## src/eth_consts.svh

```systemverilog
`ifndef ETH_CONSTS_SVH
`define ETH_CONSTS_SVH

////////////////////
// Frame framing bytes
////////////////////
`define ETH_PREAMBLE_BYTE 8'h55          // Repeated 7 times before SFD
`define ETH_SFD_BYTE      8'hD5          // Start frame delimiter
`define ETH_PAD_BYTE      8'h00          // Fill up to minimum length

// Frame sizes in bytes, header + payload + pad, FCS excluded
`define ETH_MIN_FRAME     60
`define ETH_MAX_FRAME     500
`define ETH_FIFO_DEPTH    512            // Power of two, >= max frame

`define ETH_CRC_SEED      32'hFFFF_FFFF  // Running CRC start value

// Inter-frame gap in clock cycles, 96 bit times at each link rate
`define ETH_IFG_1000      12
`define ETH_IFG_100       120
`define ETH_IFG_10        1200

`endif

```

## src/eth_pkg.sv

```systemverilog
package eth_pkg;

    ////////////////////
    // Frame descriptor
    ////////////////////
    typedef struct packed {
        logic [47:0] dst_mac;    // Sent first, MSB first
        logic [47:0] src_mac;
        logic [15:0] ethertype;  // Type or length field
    } eth_hdr_t;

    // One beat of a byte stream
    typedef struct packed {
        logic [7:0] data;
        logic       last;        // High on final byte of a frame
    } eth_byte_t;

    // FCS seen as a word by the CRC and as bytes by the MAC
    // Byte 0 is bits 7:0 and leaves the MAC first
    typedef union packed {
        logic [31:0]     word;
        logic [3:0][7:0] bytes;
    } fcs_word_u;

    // Link rate, picks the inter-frame gap length
    typedef enum logic [1:0] {
        SPEED_10   = 2'b00,
        SPEED_100  = 2'b01,
        SPEED_1000 = 2'b10
    } link_speed_e;

endpackage

```

## src/eth_crc32.sv

```systemverilog
`timescale 1ns/10ps
`include "eth_consts.svh"

module eth_crc32 (
    input  logic              clk,
    input  logic              reset_n,
    input  logic              init,     // Reload seed, start of frame
    input  logic              en,       // Fold one byte into the CRC
    input  logic [7:0]        data,
    output eth_pkg::fcs_word_u fcs
);

    localparam logic [31:0] POLY = 32'hEDB8_8320; // Reflected 802.3 polynomial

    logic [31:0] crc_q;   // Running remainder
    logic [31:0] crc_d;

    // One byte, LSB first, bitwise shift and conditional XOR
    function automatic logic [31:0] crc_step(input logic [31:0] c, input logic [7:0] d);
        logic [31:0] r;
        r = c;
        for (int i = 0; i < 8; i++) begin
            if (r[0] ^ d[i]) begin
                r = (r >> 1) ^ POLY;
            end else begin
                r = r >> 1;
            end
        end
        return r;
    endfunction

    assign crc_d = crc_step(crc_q, data);

    always_ff @(posedge clk) begin
        if (reset_n || init) begin
            crc_q <= `ETH_CRC_SEED;
        end else if (en) begin
            crc_q <= crc_d;
        end
    end

    assign fcs.word = ~crc_q;  // Final complement, ready as soon as last byte is folded in

endmodule

```

## src/eth_hdr_insert.sv

```systemverilog
`timescale 1ns/10ps

module eth_hdr_insert (
    input  logic                clk,
    input  logic                reset_n,
    input  eth_pkg::eth_hdr_t   hdr,
    input  logic                hdr_valid,
    output logic                hdr_ready,
    input  eth_pkg::eth_byte_t  pay,
    input  logic                pay_valid,
    output logic                pay_ready,
    output eth_pkg::eth_byte_t  fifo_in,
    output logic                fifo_in_valid,
    input  logic                fifo_in_ready
);

    typedef enum logic [1:0] {
        st_idle,   // Waiting for a descriptor
        st_hdr,    // Sending the 14 header bytes
        st_pay     // Payload passes straight through
    } state_t;

    state_t            state;
    eth_pkg::eth_hdr_t hdr_q;     // Held descriptor
    logic [3:0]        byte_idx;  // Index of the header byte being offered
    logic [7:0]        hdr_byte;

    // Byte 0 is the top byte of dst_mac and each field goes out MSB first
    assign hdr_byte = hdr_q[(13 - int'(byte_idx)) * 8 +: 8];

    ////////////////////
    // Output mux
    ////////////////////
    always_comb begin
        fifo_in       = '0;
        fifo_in_valid = 1'b0;
        pay_ready     = 1'b0;
        case (state)
            st_hdr: begin
                fifo_in.data  = hdr_byte;
                fifo_in.last  = 1'b0;      // Header never ends a frame
                fifo_in_valid = 1'b1;
            end
            st_pay: begin
                fifo_in       = pay;       // Zero-latency pass-through
                fifo_in_valid = pay_valid;
                pay_ready     = fifo_in_ready;
            end
            default: ;
        endcase
    end

    // Descriptor capture on accept
    always_ff @(posedge clk) begin
        if (hdr_valid && hdr_ready) begin
            hdr_q <= hdr;
        end
    end

    ////////////////////
    // Control FSM
    ////////////////////
    always_ff @(posedge clk) begin
        if (reset_n) begin
            state     <= st_idle;
            hdr_ready <= 1'b0;
            byte_idx  <= 4'd0;
        end else begin
            case (state)
                st_idle: begin
                    hdr_ready <= 1'b1;
                    if (hdr_valid && hdr_ready) begin
                        state     <= st_hdr;
                        hdr_ready <= 1'b0;
                        byte_idx  <= 4'd0;
                    end
                end
                st_hdr: if (fifo_in_ready) begin       // One header byte per accepted beat
                    byte_idx <= byte_idx + 4'd1;
                    if (byte_idx == 4'd13) state <= st_pay;
                end
                st_pay: if (pay_valid && fifo_in_ready && pay.last) begin
                    state     <= st_idle;
                    hdr_ready <= 1'b1;                 // Next descriptor right away
                end
                default: state <= st_idle;
            endcase
        end
    end

    // Host payload must wait until all 14 header bytes are out
    a_no_pay_in_hdr: assert property (@(posedge clk) disable iff (reset_n)
        pay_ready |-> byte_idx == 4'd14);

endmodule

```

## src/eth_tx_fifo.sv

```systemverilog
`timescale 1ns/10ps
`include "eth_consts.svh"

module eth_tx_fifo #(
    parameter int DEPTH = `ETH_FIFO_DEPTH  // Power of two, holds one max frame
) (
    input  logic               clk,
    input  logic               reset_n,
    input  eth_pkg::eth_byte_t fifo_in,
    input  logic               fifo_in_valid,
    output logic               fifo_in_ready,
    output eth_pkg::eth_byte_t mac_in,
    output logic               mac_in_valid,
    input  logic               mac_in_ready
);

    localparam int AW = $clog2(DEPTH);

    eth_pkg::eth_byte_t mem [DEPTH];  // Byte storage, no reset
    logic [AW-1:0]      wr_ptr;
    logic [AW-1:0]      rd_ptr;
    logic [AW:0]        fill;         // Bytes stored
    logic [AW:0]        fill_next;
    logic [AW:0]        frames;       // Complete frames stored
    logic               wr_en;
    logic               rd_en;

    assign wr_en = fifo_in_valid && fifo_in_ready;
    assign rd_en = mac_in_valid && mac_in_ready;

    assign fill_next = fill + (AW+1)'(wr_en) - (AW+1)'(rd_en);

    // Packet mode, nothing offered until a whole frame is in
    assign mac_in_valid = (frames != '0);
    assign mac_in       = mem[rd_ptr];    // Readable the cycle after write

    always_ff @(posedge clk) begin
        if (wr_en) mem[wr_ptr] <= fifo_in;
    end

    ////////////////////
    // Pointers and counts
    ////////////////////
    always_ff @(posedge clk) begin
        if (reset_n) begin
            wr_ptr        <= '0;
            rd_ptr        <= '0;
            fill          <= '0;
            frames        <= '0;
            fifo_in_ready <= 1'b0;
        end else begin
            if (wr_en) wr_ptr <= wr_ptr + AW'(1);  // Wraps at DEPTH
            if (rd_en) rd_ptr <= rd_ptr + AW'(1);
            fill          <= fill_next;
            fifo_in_ready <= (fill_next != (AW+1)'(DEPTH));  // Registered not-full
            case ({wr_en && fifo_in.last, rd_en && mac_in.last})
                2'b10:   frames <= frames + (AW+1)'(1);      // Frame completed
                2'b01:   frames <= frames - (AW+1)'(1);      // Frame drained
                default: ;
            endcase
        end
    end

    initial begin
        assert (DEPTH >= `ETH_MAX_FRAME && (DEPTH & (DEPTH - 1)) == 0)
            else $error("eth_tx_fifo DEPTH %0d must be a power of two >= max frame", DEPTH);
    end

    // Registered ready must never let a write land on a full buffer
    a_no_write_full: assert property (@(posedge clk) disable iff (reset_n)
        wr_en |-> fill != (AW+1)'(DEPTH));

    // MAC only pulls bytes while a complete frame is held
    a_no_read_empty: assert property (@(posedge clk) disable iff (reset_n)
        mac_in_ready |-> frames != '0);

endmodule

```

## src/eth_tx_mac.sv

```systemverilog
`timescale 1ns/10ps
`include "eth_consts.svh"

module eth_tx_mac (
    input  logic                 clk,
    input  logic                 reset_n,
    input  eth_pkg::eth_byte_t   mac_in,
    input  logic                 mac_in_valid,
    output logic                 mac_in_ready,
    input  logic                 phy_ready,    // Low freezes the whole MAC
    output logic [7:0]           tx_data,
    output logic                 tx_dv,
    input  eth_pkg::link_speed_e link_speed
);

    localparam logic [5:0] MIN_LEN = 6'(`ETH_MIN_FRAME);

    typedef enum logic [2:0] {
        st_idle,   // Waiting for a stored frame
        st_pre,    // 7 preamble bytes then SFD
        st_pay,    // Header and payload from FIFO
        st_pad,    // Zero fill up to 60 bytes
        st_fcs,    // 4 CRC bytes, low byte first
        st_gap     // Inter-frame gap
    } state_t;

    state_t             state;
    logic [2:0]         pre_cnt;    // Preamble byte index, 7 is SFD
    logic [5:0]         frame_len;  // Bytes sent after SFD, saturates at 60
    logic [5:0]         len_inc;
    logic [1:0]         fcs_idx;    // FCS byte being sent
    logic [10:0]        gap_cnt;
    logic [10:0]        gap_limit;  // Latched in idle from link_speed
    logic               crc_init;
    logic               crc_en;
    logic [7:0]         crc_data;
    eth_pkg::fcs_word_u fcs;

    // Gap length per link rate, clock stays at 125 MHz
    function automatic logic [10:0] ifg_cycles(input eth_pkg::link_speed_e spd);
        case (spd)
            eth_pkg::SPEED_10:  return 11'(`ETH_IFG_10);
            eth_pkg::SPEED_100: return 11'(`ETH_IFG_100);
            default:            return 11'(`ETH_IFG_1000);
        endcase
    endfunction

    assign len_inc = (frame_len == MIN_LEN) ? MIN_LEN : frame_len + 6'd1;

    // One FIFO byte per sending cycle
    assign mac_in_ready = (state == st_pay) && phy_ready;

    ////////////////////
    // CRC feed
    ////////////////////
    assign crc_init = phy_ready && (state == st_idle) && mac_in_valid; // Seed on leaving idle
    assign crc_en   = (mac_in_valid && mac_in_ready) || (phy_ready && state == st_pad);
    assign crc_data = (state == st_pay) ? mac_in.data : `ETH_PAD_BYTE;

    eth_crc32 u_crc (
        .clk     (clk),
        .reset_n (reset_n),
        .init    (crc_init),
        .en      (crc_en),
        .data    (crc_data),
        .fcs     (fcs)
    );

    ////////////////////
    // Transmit FSM
    ////////////////////
    always_ff @(posedge clk) begin
        if (reset_n) begin
            state     <= st_idle;
            tx_data   <= 8'h00;
            tx_dv     <= 1'b0;
            pre_cnt   <= 3'd0;
            frame_len <= 6'd0;
            fcs_idx   <= 2'd0;
            gap_cnt   <= 11'd0;
            gap_limit <= 11'(`ETH_IFG_1000);
        end else if (phy_ready) begin                  // Otherwise hold everything
            case (state)
                st_idle: begin
                    tx_dv     <= 1'b0;
                    pre_cnt   <= 3'd0;
                    frame_len <= 6'd0;
                    fcs_idx   <= 2'd0;
                    gap_limit <= ifg_cycles(link_speed);
                    if (mac_in_valid) state <= st_pre;
                end
                st_pre: begin
                    tx_dv   <= 1'b1;
                    tx_data <= (pre_cnt == 3'd7) ? `ETH_SFD_BYTE : `ETH_PREAMBLE_BYTE;
                    pre_cnt <= pre_cnt + 3'd1;
                    if (pre_cnt == 3'd7) state <= st_pay;
                end
                st_pay: begin
                    tx_dv     <= 1'b1;
                    tx_data   <= mac_in.data;
                    frame_len <= len_inc;
                    if (mac_in.last) begin
                        // Short frame goes to padding, else straight to FCS
                        state <= (len_inc == MIN_LEN) ? st_fcs : st_pad;
                    end
                end
                st_pad: begin
                    tx_dv     <= 1'b1;
                    tx_data   <= `ETH_PAD_BYTE;
                    frame_len <= len_inc;
                    if (len_inc == MIN_LEN) state <= st_fcs;  // 60th byte sent now
                end
                st_fcs: begin
                    tx_dv   <= 1'b1;
                    tx_data <= fcs.bytes[fcs_idx];   // CRC reg already holds the last byte
                    fcs_idx <= fcs_idx + 2'd1;
                    if (fcs_idx == 2'd3) begin
                        state   <= st_gap;
                        gap_cnt <= 11'd0;
                    end
                end
                st_gap: begin
                    tx_dv   <= 1'b0;
                    gap_cnt <= gap_cnt + 11'd1;
                    if (gap_cnt == gap_limit - 11'd1) state <= st_idle;
                end
                default: state <= st_idle;
            endcase
        end
    end

    // Packet-mode FIFO must keep bytes coming until the frame ends
    a_no_underrun: assert property (@(posedge clk) disable iff (reset_n)
        (state == st_pay && phy_ready) |-> mac_in_valid);

endmodule

```

## src/eth_tx_top.sv

```systemverilog
`timescale 1ns/10ps

module eth_tx_top (
    input  logic                 clk,
    input  logic                 reset_n,
    input  eth_pkg::eth_hdr_t    hdr,
    input  logic                 hdr_valid,
    output logic                 hdr_ready,
    input  eth_pkg::eth_byte_t   pay,
    input  logic                 pay_valid,
    output logic                 pay_ready,
    input  logic                 phy_ready,
    output logic [7:0]           tx_data,
    output logic                 tx_dv,
    input  eth_pkg::link_speed_e link_speed
);

    // Producer to buffer
    eth_pkg::eth_byte_t fifo_in;
    logic               fifo_in_valid;
    logic               fifo_in_ready;

    // Buffer to consumer
    eth_pkg::eth_byte_t mac_in;
    logic               mac_in_valid;
    logic               mac_in_ready;

    eth_hdr_insert u_hdr (
        .clk           (clk),
        .reset_n       (reset_n),
        .hdr           (hdr),
        .hdr_valid     (hdr_valid),
        .hdr_ready     (hdr_ready),
        .pay           (pay),
        .pay_valid     (pay_valid),
        .pay_ready     (pay_ready),
        .fifo_in       (fifo_in),
        .fifo_in_valid (fifo_in_valid),
        .fifo_in_ready (fifo_in_ready)
    );

    eth_tx_fifo u_fifo (
        .clk           (clk),
        .reset_n       (reset_n),
        .fifo_in       (fifo_in),
        .fifo_in_valid (fifo_in_valid),
        .fifo_in_ready (fifo_in_ready),
        .mac_in        (mac_in),
        .mac_in_valid  (mac_in_valid),
        .mac_in_ready  (mac_in_ready)
    );

    eth_tx_mac u_mac (
        .clk          (clk),
        .reset_n      (reset_n),
        .mac_in       (mac_in),
        .mac_in_valid (mac_in_valid),
        .mac_in_ready (mac_in_ready),
        .phy_ready    (phy_ready),
        .tx_data      (tx_data),
        .tx_dv        (tx_dv),
        .link_speed   (link_speed)
    );

endmodule

```

## config.mk

```make
export PLATFORM = sky130hd
export DESIGN_NAME = eth_tx_top
export DESIGN_NICKNAME = d
export VERILOG_FILES = /design/src/eth_pkg.sv /design/src/eth_crc32.sv /design/src/eth_hdr_insert.sv /design/src/eth_tx_fifo.sv /design/src/eth_tx_mac.sv /design/src/eth_tx_top.sv
export VERILOG_INCLUDE_DIRS = /design/src
export SDC_FILE = /design/constraint.sdc
export NUM_CORES = 2
export LEC_CHECK = 0
export BUFFER_PORTS_ARGS = -buffer_cell sky130_fd_sc_hd__clkbuf_2
export CAP_MARGIN = 15
export CORE_ASPECT_RATIO = 0.5
export CORE_MARGIN = 2
export CORE_UTILIZATION = 28
export DETAILED_ROUTE_END_ITERATION = 10
export GPL_TIMING_DRIVEN = 0
export PLACE_DENSITY = 0.4
export SLEW_MARGIN = 15
export SYNTH_ARGS = -nofsm -noshare
export SYNTH_HDL_FRONTEND = slang
export SYNTH_HIERARCHICAL = 1
export SYNTH_MEMORY_MAX_BITS = 65536
export SYNTH_SLANG_ARGS = --single-unit
```

## constraint.sdc

```tcl
create_clock -name clk -period 11.9 [get_ports clk]
set_clock_uncertainty 0.15 [all_clocks]
set_input_delay 1.19 -clock clk [delete_from_list [all_inputs] [get_ports clk]]
set_output_delay 1.19 -clock clk [all_outputs]
set_load 0.1 [all_outputs]
```

==> out/metrics.yaml <==
nFillCells: 64480
ant_nets: 0
synth-main-ff-cell: "edfxtp_1"
initial_utilization_pct: 28.13
hold_depth: 1
dieArea_um2: 683900
hpwlAfterDp_um: 578800
leakage_nw: 71.65
tightest_slew_ns: 1.415
ios: 139
grt_max_degree: 73
outcome: "finished clean"
synthesis.area_um2: 189500
clkTransAtPathRegs_ns: 0.07
vias_per_cell: 5.391
crit_path_max_fanout: 14
worstPathRequired_ns: 12.67
grt_pass1_wl_um: 1019000
clk_path_buf_depth: 5
io_buffers: 138
drcViolationCount: 0
reg2reg_slack_ns: 2.31
max_freq_ghz: 0.1043
p_per_area_nw_per_um2: 154.3
m1WireLength_um: 345200
route.met3.wl_um: 80030
initialDrtViolationCount: 17330
drt_wl_total_um: 793500
final_cell_area_um2: 221400
wl_met2_um: 335100
post_cts_buffers: 0
cts-resized-gates: 0
dp.cells: 18770
wl_per_cell_um: 40.32
synth_cell_types: 83
fin_crit_ns: 9.588
die_y_um: 585.8
fp-row-count: 213
min_to: "u_hdr/hdr_q[22]"
final_hold_viol_count: 0
cts_sinks: 4846
htree_levels: 5
placed_area_um2: 206600
grt_usage_pct: 22.63
max_slew_margin_pct: 5.693
fin_tns_setup_ns: 0
grt_pass1_vias: 101400
period_share_pct: 80.57
clk_latency_ns: 1.09
synth-seq-cells: 4846
ir_worst_vdd_mv: 0.1226
crit-reg2reg-capture: "u_fifo/frames[8]"
cp-start-kind: "flop"
synthCells: 9392
core_um2: 673700
synthArstFlopShare_pct: 0
vias: 106100
root_buffer: "clkbuf_16"
highest_layer: "met5"
min_from: "hdr[22]"
layout_commonest_cell: "edfxtp_1"
final_cell_mix: "4,720 x edfxtp_1, 1,177 x mux4_2, 698 x nor2_1"
gp_congestion: 0.9462
syn_nets: 9561
critPathKind: "flop to flop"
synth_enable_flop_cells: 4720
setup_viol: 0
arrival_ns: 10.36
syn_area_per_cell_um2: 20.18
synth_warnings: 6
dieWidth_um: 1168
cts_buffers: 478
yosysSeqAreaShare_pct: 76.12
areaGrowthSynthToFinish_pct: 16.80
dr.pass1.iters: 8
tritoncts: "yes"
drive_gt1_share_pct: 26.18
hp-class: "primary input to flop"
drv_slew: 0
antenna_found_initial: 133
crit_path_end_kind: "flop"
cts_hold_buf: 0
nets: 10390
fin_util_pct: 32.86
rsz0062_at_grt: "no"
cap_violations: 0
worstRegToRegCells: 21
finalNonFillerCells: 19680
grt_overflow: 0
==> critical path, cell delays in order (launching register included) <==
cell       delay, ns
dfxtp_1         0.43
buf_4           0.53
buf_4           0.78
buf_4           0.47
buf_2           0.82
buf_2           0.83
a2111oi_0       0.39
nor4_1          0.69
a31oi_1         0.15
a311oi_1        0.39
a32o_1          1.07
and2_1          0.26
ha_1            0.52
inv_1           0.16
fa_1            0.43
nor2b_1         0.12
o21ai_0         0.11
a21boi_0        0.27
o21a_1          0.19
o211ai_1        0.12
and3_1          0.17
a2111oi_0       0.25
==> state kept, by name, indices dropped and copies added, names as in the netlist, 3 cells and up, named ones only <==
| register | count |
|---|---|
| u_fifo/fill | 10 |
| u_fifo/frames | 10 |
| u_fifo/mem | 4608 |
| u_fifo/rd_ptr | 9 |
| u_fifo/wr_ptr | 9 |
| u_hdr/byte_idx | 4 |
| u_hdr/hdr_q | 112 |
| u_mac/frame_len | 6 |
| u_mac/gap_cnt | 11 |
| u_mac/gap_limit | 5 |
| u_mac/pre_cnt | 3 |
| u_mac/state | 3 |
| u_mac/tx_data | 8 |
| u_mac/u_crc/crc_q | 32 |
==> worst max path at each step <==
stage,depth (start not counted),slack [ns],to
after global routing,21,2.28,u_fifo/frames[8]
after CTS,21,2.61,u_fifo/frames[8]
after detailed placement,21,2.68,u_fifo/frames[8]
after global placement,9,-11.80,u_fifo/mem[166][3]
after floorplan,9,1.43,u_fifo/mem[0][2]
final,21,2.31,u_fifo/frames[8]
==> logic make-up (layout without fill, tap and decap cells) <==
| logic type | Yosys count | after routing | synth area share [%] |
|---|---|---|---|
| flip-flops | 4846 | 4846 | 76.12 |
| XOR/XNOR | 116 | 116 | 0.6133 |
| other | 0 | 45 | 0 |
| adder cells (fa/ha/maj) | 41 | 41 | 0.2786 |
| AO/OA/AOI/OAI | 779 | 779 | 2.697 |
| multiplexers | 1375 | 1375 | 15.07 |
| AND/OR/NAND/NOR | 1590 | 1590 | 3.558 |
| buffers and inverters | 645 | 1855 | 1.673 |
==> layout make-up <==
cell class | count | area, um2 | share of cell area, %
plain buffers | 564 | 3030 | 1.369
inverters | 81 | 304.0 | 0.1373
clock inverters | 263 | 1979 | 0.8942
flip-flops and latches | 4846 | 144300 | 65.17
diodes | 45 | 112.6 | 0.05087
multi-input cells | 3901 | 42720 | 19.30
clock buffers | 596 | 12540 | 5.666
repair buffers | 351 | 5125 | 2.315
well taps | 9030 | 11300 | 5.104
==> stage by stage <==
step	setup WS [ns]	power [mW]	hold slack, ns
final	2.312	34.16	0.2427
after floorplan	1.431	19.51	0.2856
after global placement	-11.80	19.97	0.3030
after global routing	2.279	35.10	0.1805
after detailed placement	2.676	19.75	0.2994
after CTS	2.608	34.45	0.1727
==> cells in the mapped netlist (11+ instances only) <==
library cell | number | area, um2
a211oi_1 | 13 | 97.59
a21oi_1 | 119 | 595.6
a221oi_1 | 65 | 569.3
a22oi_1 | 37 | 277.8
a31oi_1 | 57 | 356.6
a41oi_1 | 11 | 96.34
and2_1 | 15 | 93.84
and3_1 | 22 | 137.6
buf_1 | 43 | 161.4
buf_2 | 146 | 730.7
buf_4 | 107 | 803.3
buf_6 | 19 | 214.0
clkbuf_1 | 247 | 927.1
dfxtp_1 | 126 | 2522
edfxtp_1 | 4720 | 141700
ha_1 | 39 | 488.0
inv_1 | 78 | 292.8
mux2_2 | 24 | 270.3
mux2i_1 | 172 | 1722
mux4_2 | 1177 | 26510
nand2_1 | 405 | 1520
nand2b_1 | 12 | 75.07
nand3_1 | 145 | 725.7
nand4_1 | 20 | 125.1
nor2_1 | 827 | 3104
nor2b_1 | 33 | 206.5
nor3_1 | 26 | 130.1
nor3b_1 | 14 | 105.1
nor4_1 | 30 | 187.7
o211ai_1 | 33 | 247.7
o21ai_0 | 215 | 1076
o221ai_1 | 42 | 367.9
o22a_1 | 23 | 201.4
o22ai_1 | 79 | 494.2
xnor2_1 | 67 | 586.8
xor2_1 | 35 | 306.5
==> routing by layer <==
layer / vias up / global-route usage [%]
li1: 40300 / -
met1: 59020 / 32.63
met2: 5599 / 32.77
met3: 1153 / 6.161
met4: 22 / 8.019
met5: - / 0
==> power by group <==
part / switching [mW] / internal [mW] / total, mW
clock: 6.75 / 8.03 / 14.8
sequential: 0.0150 / 18.7 / 18.8
combinational: 0.454 / 0.167 / 0.620
Power figures use the tool's default switching activity.
